[src/arc_pkg.sv]
`default_nettype none

package arc_pkg;

	// bus and loader widths
	localparam int LOADER_ADDR_W = 24;
	localparam int RAM_ADDR_W    = 26;
	localparam int DATA_W        = 32;
	localparam int SEL_W         = 4;

	typedef logic [DATA_W-1:0]        word_t;
	typedef logic [SEL_W-1:0]         sel_t;
	typedef logic [LOADER_ADDR_W-1:0] loader_addr_t;

	// word aligned, top two bits always zero
	typedef logic [RAM_ADDR_W-1:0]    ram_addr_t;

	typedef logic [7:0]               index_t;

	// download index as seen from the loader
	typedef enum index_t {
		IDX_CORE_ROM = 8'd1,
		IDX_EXT_ROM  = 8'd2,
		IDX_CMOS     = 8'd3
	} loader_index_e;

	// who holds the RAM bus
	typedef enum logic [1:0] {
		OWNER_IDLE   = 2'd0,
		OWNER_LOADER = 2'd1,
		OWNER_CORE   = 2'd2
	} bus_owner_e;

endpackage

`default_nettype wire

[src/loader_if.sv]
`timescale 1ns/100ps
`default_nettype none

// capture stage into the word queue
interface loader_push_if;

	logic                  push;
	arc_pkg::loader_addr_t addr;
	arc_pkg::sel_t         sel;
	arc_pkg::word_t        data;

	modport producer (
		output push,
		output addr,
		output sel,
		output data
	);

	modport sink (
		input push,
		input addr,
		input sel,
		input data
	);

endinterface

// oldest queued word, offered to the arbiter
interface loader_head_if;

	logic               valid;
	arc_pkg::ram_addr_t addr;
	arc_pkg::sel_t      sel;
	arc_pkg::word_t     data;
	logic               pop;

	modport source (
		output valid,
		output addr,
		output sel,
		output data,
		input  pop
	);

	modport drain (
		input  valid,
		input  addr,
		input  sel,
		input  data,
		output pop
	);

endinterface

`default_nettype wire

[src/loader_capture.sv]
`timescale 1ns/100ps
`default_nettype none

module loader_capture (
	input  wire                          clk_sys,
	input  wire                          rst_n_i,
	input  wire                          downloading_i,
	input  wire arc_pkg::index_t         index_i,
	input  wire                          loader_we_i,
	input  wire arc_pkg::loader_addr_t   loader_addr_i,
	input  wire arc_pkg::sel_t           loader_sel_i,
	input  wire arc_pkg::word_t          loader_dat_i,
	input  wire                          ram_ready_i,
	input  wire                          reset_button_i,
	loader_push_if.producer              push,
	output logic                         loader_active_o,
	output logic                         rom_ready_o,
	output logic                         core_reset_o
);

	logic rom_index;
	logic active_q;
	logic take;

	// only the two ROM images go to RAM
	always_comb begin
		case (arc_pkg::loader_index_e'(index_i))
			arc_pkg::IDX_CORE_ROM,
			arc_pkg::IDX_EXT_ROM: rom_index = 1'b1;
			default:              rom_index = 1'b0;
		endcase
	end

	assign loader_active_o = downloading_i && rom_index;
	assign take            = loader_we_i && loader_active_o;

	always_ff @(posedge clk_sys) begin
		if (!rst_n_i) begin
			active_q     <= 1'b0;
			rom_ready_o  <= 1'b0;
			core_reset_o <= 1'b1;
			push.push    <= 1'b0;
		end else begin
			active_q  <= loader_active_o;
			push.push <= take;
			// end of loader activity marks a complete ROM
			if (active_q && !loader_active_o) begin
				rom_ready_o <= 1'b1;
			end
			core_reset_o <= !rom_ready_o || !ram_ready_i || reset_button_i;
		end
	end

	always_ff @(posedge clk_sys) begin
		if (take) begin
			push.addr <= loader_addr_i;
			push.sel  <= loader_sel_i;
			push.data <= loader_dat_i;
		end
	end

endmodule

`default_nettype wire

[src/loader_fifo.sv]
`timescale 1ns/100ps
`default_nettype none

module loader_fifo #(
	parameter int DEPTH = 4
) (
	input  wire          clk_sys,
	input  wire          rst_n_i,
	loader_push_if.sink  push,
	loader_head_if.source head,
	output logic         overflow_o
);

	localparam int PTR_W = (DEPTH > 1) ? $clog2(DEPTH) : 1;
	localparam int CNT_W = $clog2(DEPTH + 1);

	// queued payload
	arc_pkg::ram_addr_t addr_mem [DEPTH];
	arc_pkg::sel_t      sel_mem  [DEPTH];
	arc_pkg::word_t     data_mem [DEPTH];

	logic [PTR_W-1:0] wr_ptr;
	logic [PTR_W-1:0] rd_ptr;
	logic [CNT_W-1:0] count;
	logic             full;
	logic             do_push;
	logic             do_pop;

	// wrap for depths that are not a power of two
	function automatic logic [PTR_W-1:0] next_ptr(input logic [PTR_W-1:0] ptr);
		if (ptr == PTR_W'(DEPTH - 1)) begin
			return '0;
		end
		return ptr + 1'b1;
	endfunction

	assign full    = (count == CNT_W'(DEPTH));
	assign do_push = push.push && !full;
	assign do_pop  = head.pop && (count != '0);

	always_ff @(posedge clk_sys) begin
		if (do_push) begin
			// byte address from loader becomes a word aligned RAM address
			addr_mem[wr_ptr] <= {2'b00, push.addr[arc_pkg::LOADER_ADDR_W-1:2], 2'b00};
			sel_mem[wr_ptr]  <= push.sel;
			data_mem[wr_ptr] <= push.data;
		end
	end

	always_ff @(posedge clk_sys) begin
		if (!rst_n_i) begin
			wr_ptr     <= '0;
			rd_ptr     <= '0;
			count      <= '0;
			overflow_o <= 1'b0;
		end else begin
			if (do_push) begin
				wr_ptr <= next_ptr(wr_ptr);
			end
			if (do_pop) begin
				rd_ptr <= next_ptr(rd_ptr);
			end
			case ({do_push, do_pop})
				2'b10:   count <= count + 1'b1;
				2'b01:   count <= count - 1'b1;
				default: count <= count;
			endcase
			// sticky until reset
			if (push.push && full) begin
				overflow_o <= 1'b1;
			end
		end
	end

	assign head.valid = (count != '0);
	assign head.addr  = addr_mem[rd_ptr];
	assign head.sel   = sel_mem[rd_ptr];
	assign head.data  = data_mem[rd_ptr];

endmodule

`default_nettype wire

[src/mem_arbiter.sv]
`timescale 1ns/100ps
`default_nettype none

module mem_arbiter (
	input  wire                       clk_sys,
	input  wire                       rst_n_i,
	input  wire                       loader_active_i,
	loader_head_if.drain              head,
	input  wire                       core_stb_i,
	input  wire                       core_we_i,
	input  wire arc_pkg::sel_t        core_sel_i,
	input  wire arc_pkg::ram_addr_t   core_adr_i,
	input  wire arc_pkg::word_t       core_dat_i,
	output logic                      core_ack_o,
	output arc_pkg::word_t            core_dat_o,
	output logic                      ram_stb_o,
	output logic                      ram_cyc_o,
	output logic                      ram_we_o,
	output arc_pkg::sel_t             ram_sel_o,
	output arc_pkg::ram_addr_t        ram_adr_o,
	output arc_pkg::word_t            ram_dat_o,
	input  wire                       ram_ack_i,
	input  wire arc_pkg::word_t       ram_dat_i
);

	arc_pkg::bus_owner_e owner;
	arc_pkg::ram_addr_t  core_adr_aligned;
	logic                loader_req;
	logic                core_req;

	assign core_adr_aligned = {2'b00, core_adr_i[arc_pkg::RAM_ADDR_W-3:2], 2'b00};

	// loader has priority, core waits while loading runs
	assign loader_req = head.valid;
	assign core_req   = core_stb_i && !loader_active_i && !head.valid;

	always_ff @(posedge clk_sys) begin
		if (!rst_n_i) begin
			owner     <= arc_pkg::OWNER_IDLE;
			ram_stb_o <= 1'b0;
			ram_cyc_o <= 1'b0;
		end else begin
			case (owner)
				arc_pkg::OWNER_IDLE: begin
					if (loader_req) begin
						owner     <= arc_pkg::OWNER_LOADER;
						ram_stb_o <= 1'b1;
						ram_cyc_o <= 1'b1;
					end else if (core_req) begin
						owner     <= arc_pkg::OWNER_CORE;
						ram_stb_o <= 1'b1;
						ram_cyc_o <= 1'b1;
					end
				end
				arc_pkg::OWNER_LOADER, arc_pkg::OWNER_CORE: begin
					// one transfer per grant, back to idle on ack
					if (ram_ack_i) begin
						owner     <= arc_pkg::OWNER_IDLE;
						ram_stb_o <= 1'b0;
						ram_cyc_o <= 1'b0;
					end
				end
				default: owner <= arc_pkg::OWNER_IDLE;
			endcase
		end
	end

	// bus payload follows the requester while idle, frozen while owned
	always_ff @(posedge clk_sys) begin
		if (owner == arc_pkg::OWNER_IDLE) begin
			if (loader_req) begin
				ram_we_o  <= 1'b1;
				ram_sel_o <= head.sel;
				ram_adr_o <= head.addr;
				ram_dat_o <= head.data;
			end else begin
				ram_we_o  <= core_we_i;
				ram_sel_o <= core_sel_i;
				ram_adr_o <= core_adr_aligned;
				ram_dat_o <= core_dat_i;
			end
		end
	end

	assign head.pop   = (owner == arc_pkg::OWNER_LOADER) && ram_ack_i;
	assign core_ack_o = (owner == arc_pkg::OWNER_CORE) && ram_ack_i;
	assign core_dat_o = ram_dat_i;

endmodule

`default_nettype wire

[src/clken_gen.sv]
`timescale 1ns/100ps
`default_nettype none

module clken_gen #(
	parameter int PERIOD = 20
) (
	input  wire  clk_sys,
	input  wire  rst_n_i,
	output logic clk2m_en_o,
	output logic clk8m_en_o
);

	localparam int QUARTER = PERIOD / 4;
	localparam int CNT_W   = $clog2(PERIOD);

	logic [CNT_W-1:0] count;

	always_ff @(posedge clk_sys) begin
		if (!rst_n_i) begin
			count      <= '0;
			clk2m_en_o <= 1'b0;
			clk8m_en_o <= 1'b0;
		end else begin
			if (count == CNT_W'(PERIOD - 1)) begin
				count <= '0;
			end else begin
				count <= count + 1'b1;
			end
			clk2m_en_o <= (count == '0);
			// four evenly spaced strobes per period
			clk8m_en_o <= (count == '0) ||
				(count == CNT_W'(QUARTER)) ||
				(count == CNT_W'(2 * QUARTER)) ||
				(count == CNT_W'(3 * QUARTER));
		end
	end

endmodule

`default_nettype wire

[src/arc_loader_top.sv]
`timescale 1ns/100ps
`default_nettype none

module arc_loader_top #(
	parameter int LOADER_FIFO_DEPTH = 4,
	parameter int CLKEN_PERIOD      = 20
) (
	input  wire                          clk_sys,
	input  wire                          rst_n_i,
	input  wire                          downloading_i,
	input  wire arc_pkg::index_t         index_i,
	input  wire                          loader_we_i,
	input  wire arc_pkg::loader_addr_t   loader_addr_i,
	input  wire arc_pkg::sel_t           loader_sel_i,
	input  wire arc_pkg::word_t          loader_dat_i,
	input  wire                          ram_ready_i,
	input  wire                          reset_button_i,
	input  wire                          core_stb_i,
	input  wire                          core_we_i,
	input  wire arc_pkg::sel_t           core_sel_i,
	input  wire arc_pkg::ram_addr_t      core_adr_i,
	input  wire arc_pkg::word_t          core_dat_i,
	output logic                         core_ack_o,
	output arc_pkg::word_t               core_dat_o,
	output logic                         ram_stb_o,
	output logic                         ram_cyc_o,
	output logic                         ram_we_o,
	output arc_pkg::sel_t                ram_sel_o,
	output arc_pkg::ram_addr_t           ram_adr_o,
	output arc_pkg::word_t               ram_dat_o,
	input  wire                          ram_ack_i,
	input  wire arc_pkg::word_t          ram_dat_i,
	output logic                         overflow_o,
	output logic                         rom_ready_o,
	output logic                         core_reset_o,
	output logic                         clk2m_en_o,
	output logic                         clk8m_en_o
);

	logic loader_active;

	loader_push_if push_bus ();
	loader_head_if head_bus ();

	loader_capture u_capture (
		.clk_sys         (clk_sys),
		.rst_n_i         (rst_n_i),
		.downloading_i   (downloading_i),
		.index_i         (index_i),
		.loader_we_i     (loader_we_i),
		.loader_addr_i   (loader_addr_i),
		.loader_sel_i    (loader_sel_i),
		.loader_dat_i    (loader_dat_i),
		.ram_ready_i     (ram_ready_i),
		.reset_button_i  (reset_button_i),
		.push            (push_bus.producer),
		.loader_active_o (loader_active),
		.rom_ready_o     (rom_ready_o),
		.core_reset_o    (core_reset_o)
	);

	loader_fifo #(
		.DEPTH (LOADER_FIFO_DEPTH)
	) u_fifo (
		.clk_sys    (clk_sys),
		.rst_n_i    (rst_n_i),
		.push       (push_bus.sink),
		.head       (head_bus.source),
		.overflow_o (overflow_o)
	);

	mem_arbiter u_arbiter (
		.clk_sys         (clk_sys),
		.rst_n_i         (rst_n_i),
		.loader_active_i (loader_active),
		.head            (head_bus.drain),
		.core_stb_i      (core_stb_i),
		.core_we_i       (core_we_i),
		.core_sel_i      (core_sel_i),
		.core_adr_i      (core_adr_i),
		.core_dat_i      (core_dat_i),
		.core_ack_o      (core_ack_o),
		.core_dat_o      (core_dat_o),
		.ram_stb_o       (ram_stb_o),
		.ram_cyc_o       (ram_cyc_o),
		.ram_we_o        (ram_we_o),
		.ram_sel_o       (ram_sel_o),
		.ram_adr_o       (ram_adr_o),
		.ram_dat_o       (ram_dat_o),
		.ram_ack_i       (ram_ack_i),
		.ram_dat_i       (ram_dat_i)
	);

	clken_gen #(
		.PERIOD (CLKEN_PERIOD)
	) u_clken (
		.clk_sys    (clk_sys),
		.rst_n_i    (rst_n_i),
		.clk2m_en_o (clk2m_en_o),
		.clk8m_en_o (clk8m_en_o)
	);

endmodule

`default_nettype wire

[config.mk]
export PLATFORM = sky130hd
export DESIGN_NAME = arc_loader_top
export DESIGN_NICKNAME = d
export VERILOG_FILES = /design/src/arc_pkg.sv /design/src/loader_if.sv /design/src/loader_capture.sv /design/src/loader_fifo.sv /design/src/mem_arbiter.sv /design/src/clken_gen.sv /design/src/arc_loader_top.sv
export SDC_FILE = /design/constraint.sdc
export NUM_CORES = 1
export LEC_CHECK = 0
export BUFFER_PORTS_ARGS = -buffer_cell sky130_fd_sc_hd__buf_2
export CORE_MARGIN = 1
export CORE_UTILIZATION = 40
export CTS_CLUSTER_DIAMETER = 200
export DETAILED_ROUTE_END_ITERATION = 10
export GPL_TIMING_DRIVEN = 1
export HOLD_SLACK_MARGIN = 0.1
export PLACE_DENSITY = 0.57
export SLEW_MARGIN = 20
export SYNTH_ARGS = -nofsm -noshare
export SYNTH_HDL_FRONTEND = slang
export SYNTH_SLANG_ARGS = --single-unit
[constraint.sdc]
create_clock -name clk_sys -period 3.9 [get_ports clk_sys]
set_clock_uncertainty 0.2 [all_clocks]
set_input_delay 0.195 -clock clk_sys [delete_from_list [all_inputs] [get_ports clk_sys]]
set_output_delay 0.195 -clock clk_sys [all_outputs]
set_load 0.005 [all_outputs]
Word-level counts from Yosys, hierarchy flattened
Memories as Yosys holds them, arrays and structs flattened. A register that Yosys moved wholly into a read port is not among the register bits.
Index checks and enable logic that the tools add are counted.

operators by class
  $add $sub $neg = 5
  eq/ne operators = 15
  bitwise operators = 1
  multiplexer cells = 31
  reduce and logical (&&, ||, !) cells = 30

operators by type and width
  operator                                                                count
  32-bit two-way mux                                                      1
  2-bit two-way mux                                                       13
  24-bit two-way mux                                                      1
  1-bit two-way mux                                                       12
  5-bit by 4-bit equality test with 1-bit output (second input constant)  2
  1-bit logical AND                                                       10
  2-bit equality test (second input constant)                             4
  8-bit by 1-bit equality test with 1-bit output (second input constant)  1
  8-bit by 2-bit equality test with 1-bit output (second input constant)  1
  3-bit case mux with 2 select lines                                      1
  2-bit OR reduction                                                      3
  5-bit by 1-bit adder with 5-bit output (second input constant)          1
  5-bit by 3-bit equality test with 1-bit output (second input constant)  1
  5-bit equality test (second input constant)                             1
  1-bit logical NOT                                                       5
  5-bit logical NOT                                                       1
  1-bit logical OR                                                        5
  2-bit by 1-bit adder with 2-bit output (second input constant)          2
  2-bit by 1-bit equality test with 1-bit output (second input constant)  2
  4-bit two-way mux                                                       1
  2-bit case mux with 2 select lines                                      1
  2-bit nonzero test                                                      2
  3-bit by 1-bit adder with 3-bit output (second input constant)          1
  3-bit equality test (second input constant)                             1
  9 further kinds                                                         9

word-level totals
  memories kept = 3
  input bits = 171
  flip-flop bits (word level) = 145
  bits in writable memories = 232
  output and inout port bits = 103
  word-level logic and storage cells = 106

memory list
  name             words  width  rd ports  clocked after memory_dff  write ports  line               RTL
  u_fifo.data_mem  4      32     1         1                         1            loader_fifo.sv:20  arc_pkg::word_t data_mem [DEPTH];
  u_fifo.addr_mem  4      22     1         1                         1            loader_fifo.sv:18  arc_pkg::ram_addr_t addr_mem [DEPTH];
  u_fifo.sel_mem   4      4      1         1                         1            loader_fifo.sv:19  arc_pkg::sel_t sel_mem [DEPTH];

Depth between registers and ports, before layout
  depth after elaboration = 10
  mapped depth = 10
  depth with buffers taken out = 10

Modules after synthesis
From an unflattened synthesis, not the netlist that was laid out.

unflattened totals
  cell total of the unflattened synthesis = 671
  area total of the unflattened synthesis = 14561.5 sq um

by module, submodules not included
  module          instances  area an instance (sq um)  cells each
  loader_fifo     1          8951.1                    366
  mem_arbiter     1          3293.2                    195
  loader_capture  1          1979.4                    75
  clken_gen       1          337.8                     35

Least setup slack after synthesis
OpenSTA, ideal clock, no wires.

  path type = register to register
  start point = register u_fifo.count[0]
  end point = memory u_fifo.addr_mem[0][0] (netlist bit) (enable)
  setup slack = 1.126 ns
  setup time = 0.422 ns
  arrival time = 2.152 ns
  path buffers = 0
  stages on the path, launching flop included = 4
  cell sequence = dfxtp_1 -> nor2_1 -> a21boi_2 -> and2_1

on the way
  word-level cells in the longest chain between the ends = 5

ends and longest elaborated chain
  what                                     line               RTL
  start, declared                          loader_fifo.sv:24  logic [CNT_W-1:0] count;
  start signal, assigned                   loader_fifo.sv:64  2'b10: count <= count + 1'b1;
  start signal, assigned                   loader_fifo.sv:65  2'b01: count <= count - 1'b1;
  start signal, assigned                   loader_fifo.sv:66  default: count <= count;
  3-bit equality test                      loader_fifo.sv:37  assign full = (count == CNT_W'(DEPTH));
  1-bit logical NOT                        loader_fifo.sv:38  assign do_push = push.push && !full;
  1-bit logical AND                        loader_fifo.sv:38
  1-bit two-way mux                        loader_fifo.sv:42  if (do_push) begin
  1-bit two-way mux (not written as such)  loader_fifo.sv:44  addr_mem[wr_ptr] <= {2'b00, push.addr[arc_pkg::LOADER_ADDR_W-1:2], 2'b00};
  end, declared                            loader_fifo.sv:18

Every way passes these cells.

Worst setup path after layout
  start point = register u_arbiter.owner[0]
  end point = register u_arbiter.owner[0]

on the way
  word-level cells in the longest chain between the ends = 4

ends and longest elaborated chain
  what                                                                                          line               RTL
  start, declared                                                                               mem_arbiter.sv:26  arc_pkg::bus_owner_e owner;
  start signal, assigned                                                                        mem_arbiter.sv:39  owner <= arc_pkg::OWNER_IDLE;
  start signal, assigned                                                                        mem_arbiter.sv:46  owner <= arc_pkg::OWNER_LOADER;
  start signal, assigned                                                                        mem_arbiter.sv:50  owner <= arc_pkg::OWNER_CORE;
  2-bit equality test / 2-bit by 1-bit equality test with 1-bit output (equally long branches)  mem_arbiter.sv:43  case (owner)
  2-bit OR reduction                                                                            mem_arbiter.sv:43
  2-bit inequality test (no line)                                                               --
  2-bit AND reduction (no line)                                                                 --

Parallel ways exist; a longest one is shown, timed or not.
A chain may end at the register's enable or synchronous reset.

==> key figures <==
Synth
  – Register area share after synthesis: 77.58%
  – Number of enable flip-flop cells after synthesis: 349
  – Synth Cell Area: 0.01413 mm^2
  – Count of different cell masters after synthesis: 40
  – Top FF cell, synth: edfxtp_1
  – #FFs+latches synth: 373
  – Syn avg cell area: 18.21 um^2
  – YS warnings: 0
  – Post-synth ARST share: 0%
  – Post-Syn Instances: 776

STA
  – Worst Tran Pin Value: 1.014 ns
  – RSZ-0062 raised after global routing: false
  – Fin. Hold Viols: 0
  – Maximum clock frequency: 319.1 MHz
  – Fin. max-slew vios: 0
  – Final setup fails: 0
  – Crit path setup slack, layout: 0.7666 ns
  – Relative slew slack: 32.40%
  – TNS Setup: 0 ns
  – Period minus WS final: 3.133 ns
  – Period utilization: 80.34%

Critical path
  – Setup CP Type: reg -> reg
  – Cell Chain, Critical Path: inv_1, ha_4, nand2b_1, nand2_1, dlygate4sd3_1, o21ai_0, dlygate4sd3_1, a21oi_1, dlygate4sd3_1
  – Critical path's slowest cell: dlygate4sd3_1
  – WP data arrival: 3.34 ns
  – Critical Path Source: u_arbiter.owner[0]
  – Setup crit start kind: register
  – CP Capture Type: register
  – CP required: 4.10 ns
  – CP max FO: 4
  – Most frequent CP cell: dlygate4sd3_1
  – Reg-to-reg slack, setup: 0.77 ns
  – Crit Reg-Reg Startpoint: u_arbiter.owner[0]
  – Slowest stage delay, CP: 0.57 ns

Run status
  – Status: completed

Placed design
  – I/O Buffers: 199
  – Dpl ws: 1.449 ns
  – Gp weighted congestion: 0.6746
  – DP Wirelength: 14740 um

Final layout
  – Area Growth Syn to Fin: 26.70%
  – Final core occ: 51.69%
  – Fraction of layout cells with a size suffix above 1: 29.82%
  – Final #Nets: 1277
  – Layout fillers: 2820

Drt
  – Drt pass-1 iters: 5
  – Vias: 7368
  – DRT Wirelength: 28030 um
  – DRC viols: 0
  – Starting DRT DRC Count: 324
  – DR vias/cell: 4.672
  – Antenna-violating nets left: 0
  – WL/cell: 17.77 um

Power and ir drop
  – PwrDens: 465.3 mW/mm^2
  – Total design power: 8.329 mW
  – Maximum vdd drop: 0.0003127 V
  – Lkg Pwr: 6.506 nW

Global route
  – Met1 Resource Use GR: 19.67%
  – Met3 Usage GRT: 2.859%
  – Layer with the highest usage: met2
  – Total Routing Usage GR: 15.68%
  – First-pass GRT wire length: 42480 um
  – GR Util met2: 26.66%
  – Pin count of the biggest net entering global routing: 63
  – Overflow after GRT: 0
  – Number of global-route vias before repair: 7755
  – Initial antenna violation count: 2

Min path
  – Hold crit path type: in -> reg
  – Hold wc startpoint: index_i[1]

Floorplan
  – Initial Util: 40.80%
  – Die W: 189.9 um
  – IO Pins: 274
  – Core area: 0.03463 mm^2
  – Die Height: 189.9 um
  – Die area: 0.03608 mm^2
  – Rows: 68

CTS
  – PostCTS Resize Cnt: 0
  – Clock slew at reported path FFs: 0.06 ns
  – Inserted Clock Buffers: 40
  – Bufs on Longest Clock Path: 3
  – Worst skew pair latency: 0.51 ns
  – H-tree Lvls: 2
  – Clock sink total: 373
  – Root buf cell: clkbuf_16
  – CTS tree: built

Run
  – Max-Cap Viols: 0
==> critical path, delay by kind of cell (launching register included) <==
family	cells	cell delay, ns
AND/OR/NAND/NOR	2	0.21
adder cells (fa/ha/maj)	1	0.26
AO/OA/AOI/OAI	2	0.19
buffers and inverters	4	1.79
flip-flops	1	0.38
==> layer usage <==
| layer | up-vias | wire, um |
|---|---|---|
| met4 | 0 | 999 |
| li1 | 3502 | - |
| met2 | 203 | 13860 |
| met3 | 74 | 1410 |
| met1 | 3589 | 11760 |
| met5 | - | 0 |
==> cells in the final DEF, fill, tap and decap left out, drive strengths merged, types with 6 or more instances in the layout <==
master	instances
dlygate4sd3	131
nand2	183
clkinv	18
nor2b	6
and2	10
ha	15
dfxtp	24
mux4	58
inv	16
o21ai	6
clkbuf	46
nor2	6
edfxtp	349
buf	203
==> sequential cells by signal, indices dropped and copies added, names as in the netlist, 2 cells and up, named ones only <==
signal / count
u_fifo.rd_ptr: 2
u_fifo.sel_mem: 16
u_fifo.count: 3
u_arbiter.owner: 2
u_fifo.addr_mem: 88
u_capture.push.data: 32
u_capture.push.sel: 4
u_arbiter.ram_adr_o: 22
u_arbiter.ram_sel_o: 4
u_arbiter.ram_dat_o: 32
u_fifo.data_mem: 128
u_clken.count: 5
u_fifo.wr_ptr: 2
u_capture.push.addr: 22
==> path summary, 6_finish.rpt <==
kind,endpoint,cells past startpoint
worst min register to register,u_arbiter.ram_cyc_o,2
worst max-delay path,u_arbiter.owner[0],9
worst max register to register,u_arbiter.owner[0],9
worst min-delay path,u_arbiter.owner[1],5
==> repair_timing <==
action	4_1_cts	5_1_grt
hold endpoints to repair	141	0
buffers inserted	0	0
hold buffers	131	0
==> area by class of cell <==
class                           count  area (um^2)  area share [%]
Antenna cell                        2        5.005         0.02796
Sequential cell                   373        10970           61.27
Tap cell                          455        569.3           3.180
Multi-Input combinational cell    328         2700           15.08
Clock inverter                     26        202.7           1.132
Inverter                           13        48.80          0.2726
Timing Repair Buffer              334         2362           13.20
Clock buffer                       46         1045           5.836
==> cell families (layout without fill, tap and decap cells) <==
kind of cell	count (synthesis)	count (layout)	share of synthesized area, %
flops	373	373	77.58
compound gates	16	16	0.7351
simple gates	225	225	6.704
xor+xnor	5	5	0.3100
mux	62	62	9.529
fa+ha+maj	16	16	1.470
buf+inv	78	419	3.649
other cells	1	6	0.02654
==> synth_stat cells (2+ instances only) <==
cell	number	area share, %
and3_1	4	0.18
and2_1	10	0.44
xnor2_1	3	0.19
nand3b_1	2	0.11
buf_1	6	0.16
mux4_2	58	9.2
nand2b_1	4	0.18
nand2_1	183	4.9
buf_2	7	0.25
dfxtp_1	24	3.4
clkbuf_1	6	0.16
ha_1	15	1.3
inv_1	13	0.35
nor2_1	6	0.16
buf_4	42	2.2
o31ai_1	2	0.11
nor2b_1	6	0.27
or3_1	3	0.13
o21ai_0	6	0.21
a21oi_1	2	0.071
xor2_1	2	0.12
edfxtp_1	349	74
buf_12	3	0.43
mux2i_1	4	0.28
==> through the flow <==
step | area [um^2] | hold WS (ns) | std cells
2_1_floorplan | 14140 | 0.08227 | 779
3_3_place_gp | 15340 | 0.1712 | 1372
3_5_place_dp | 15340 | 0.1731 | 1372
4_1_cts | 17900 | 0.1487 | 1575
5_1_grt | 17900 | 0.1646 | 1576
6_report | 17900 | 0.1738 | 1577
==> power breakdown <==
part           total (mW)  internal [mW]  switching, mW
sequential           4.44           4.41         0.0211
combinational       0.330          0.195          0.134
clock                3.56           2.07           1.50
total                8.33           6.68           1.65
Note: power is estimated with default switching activity, not from simulation.
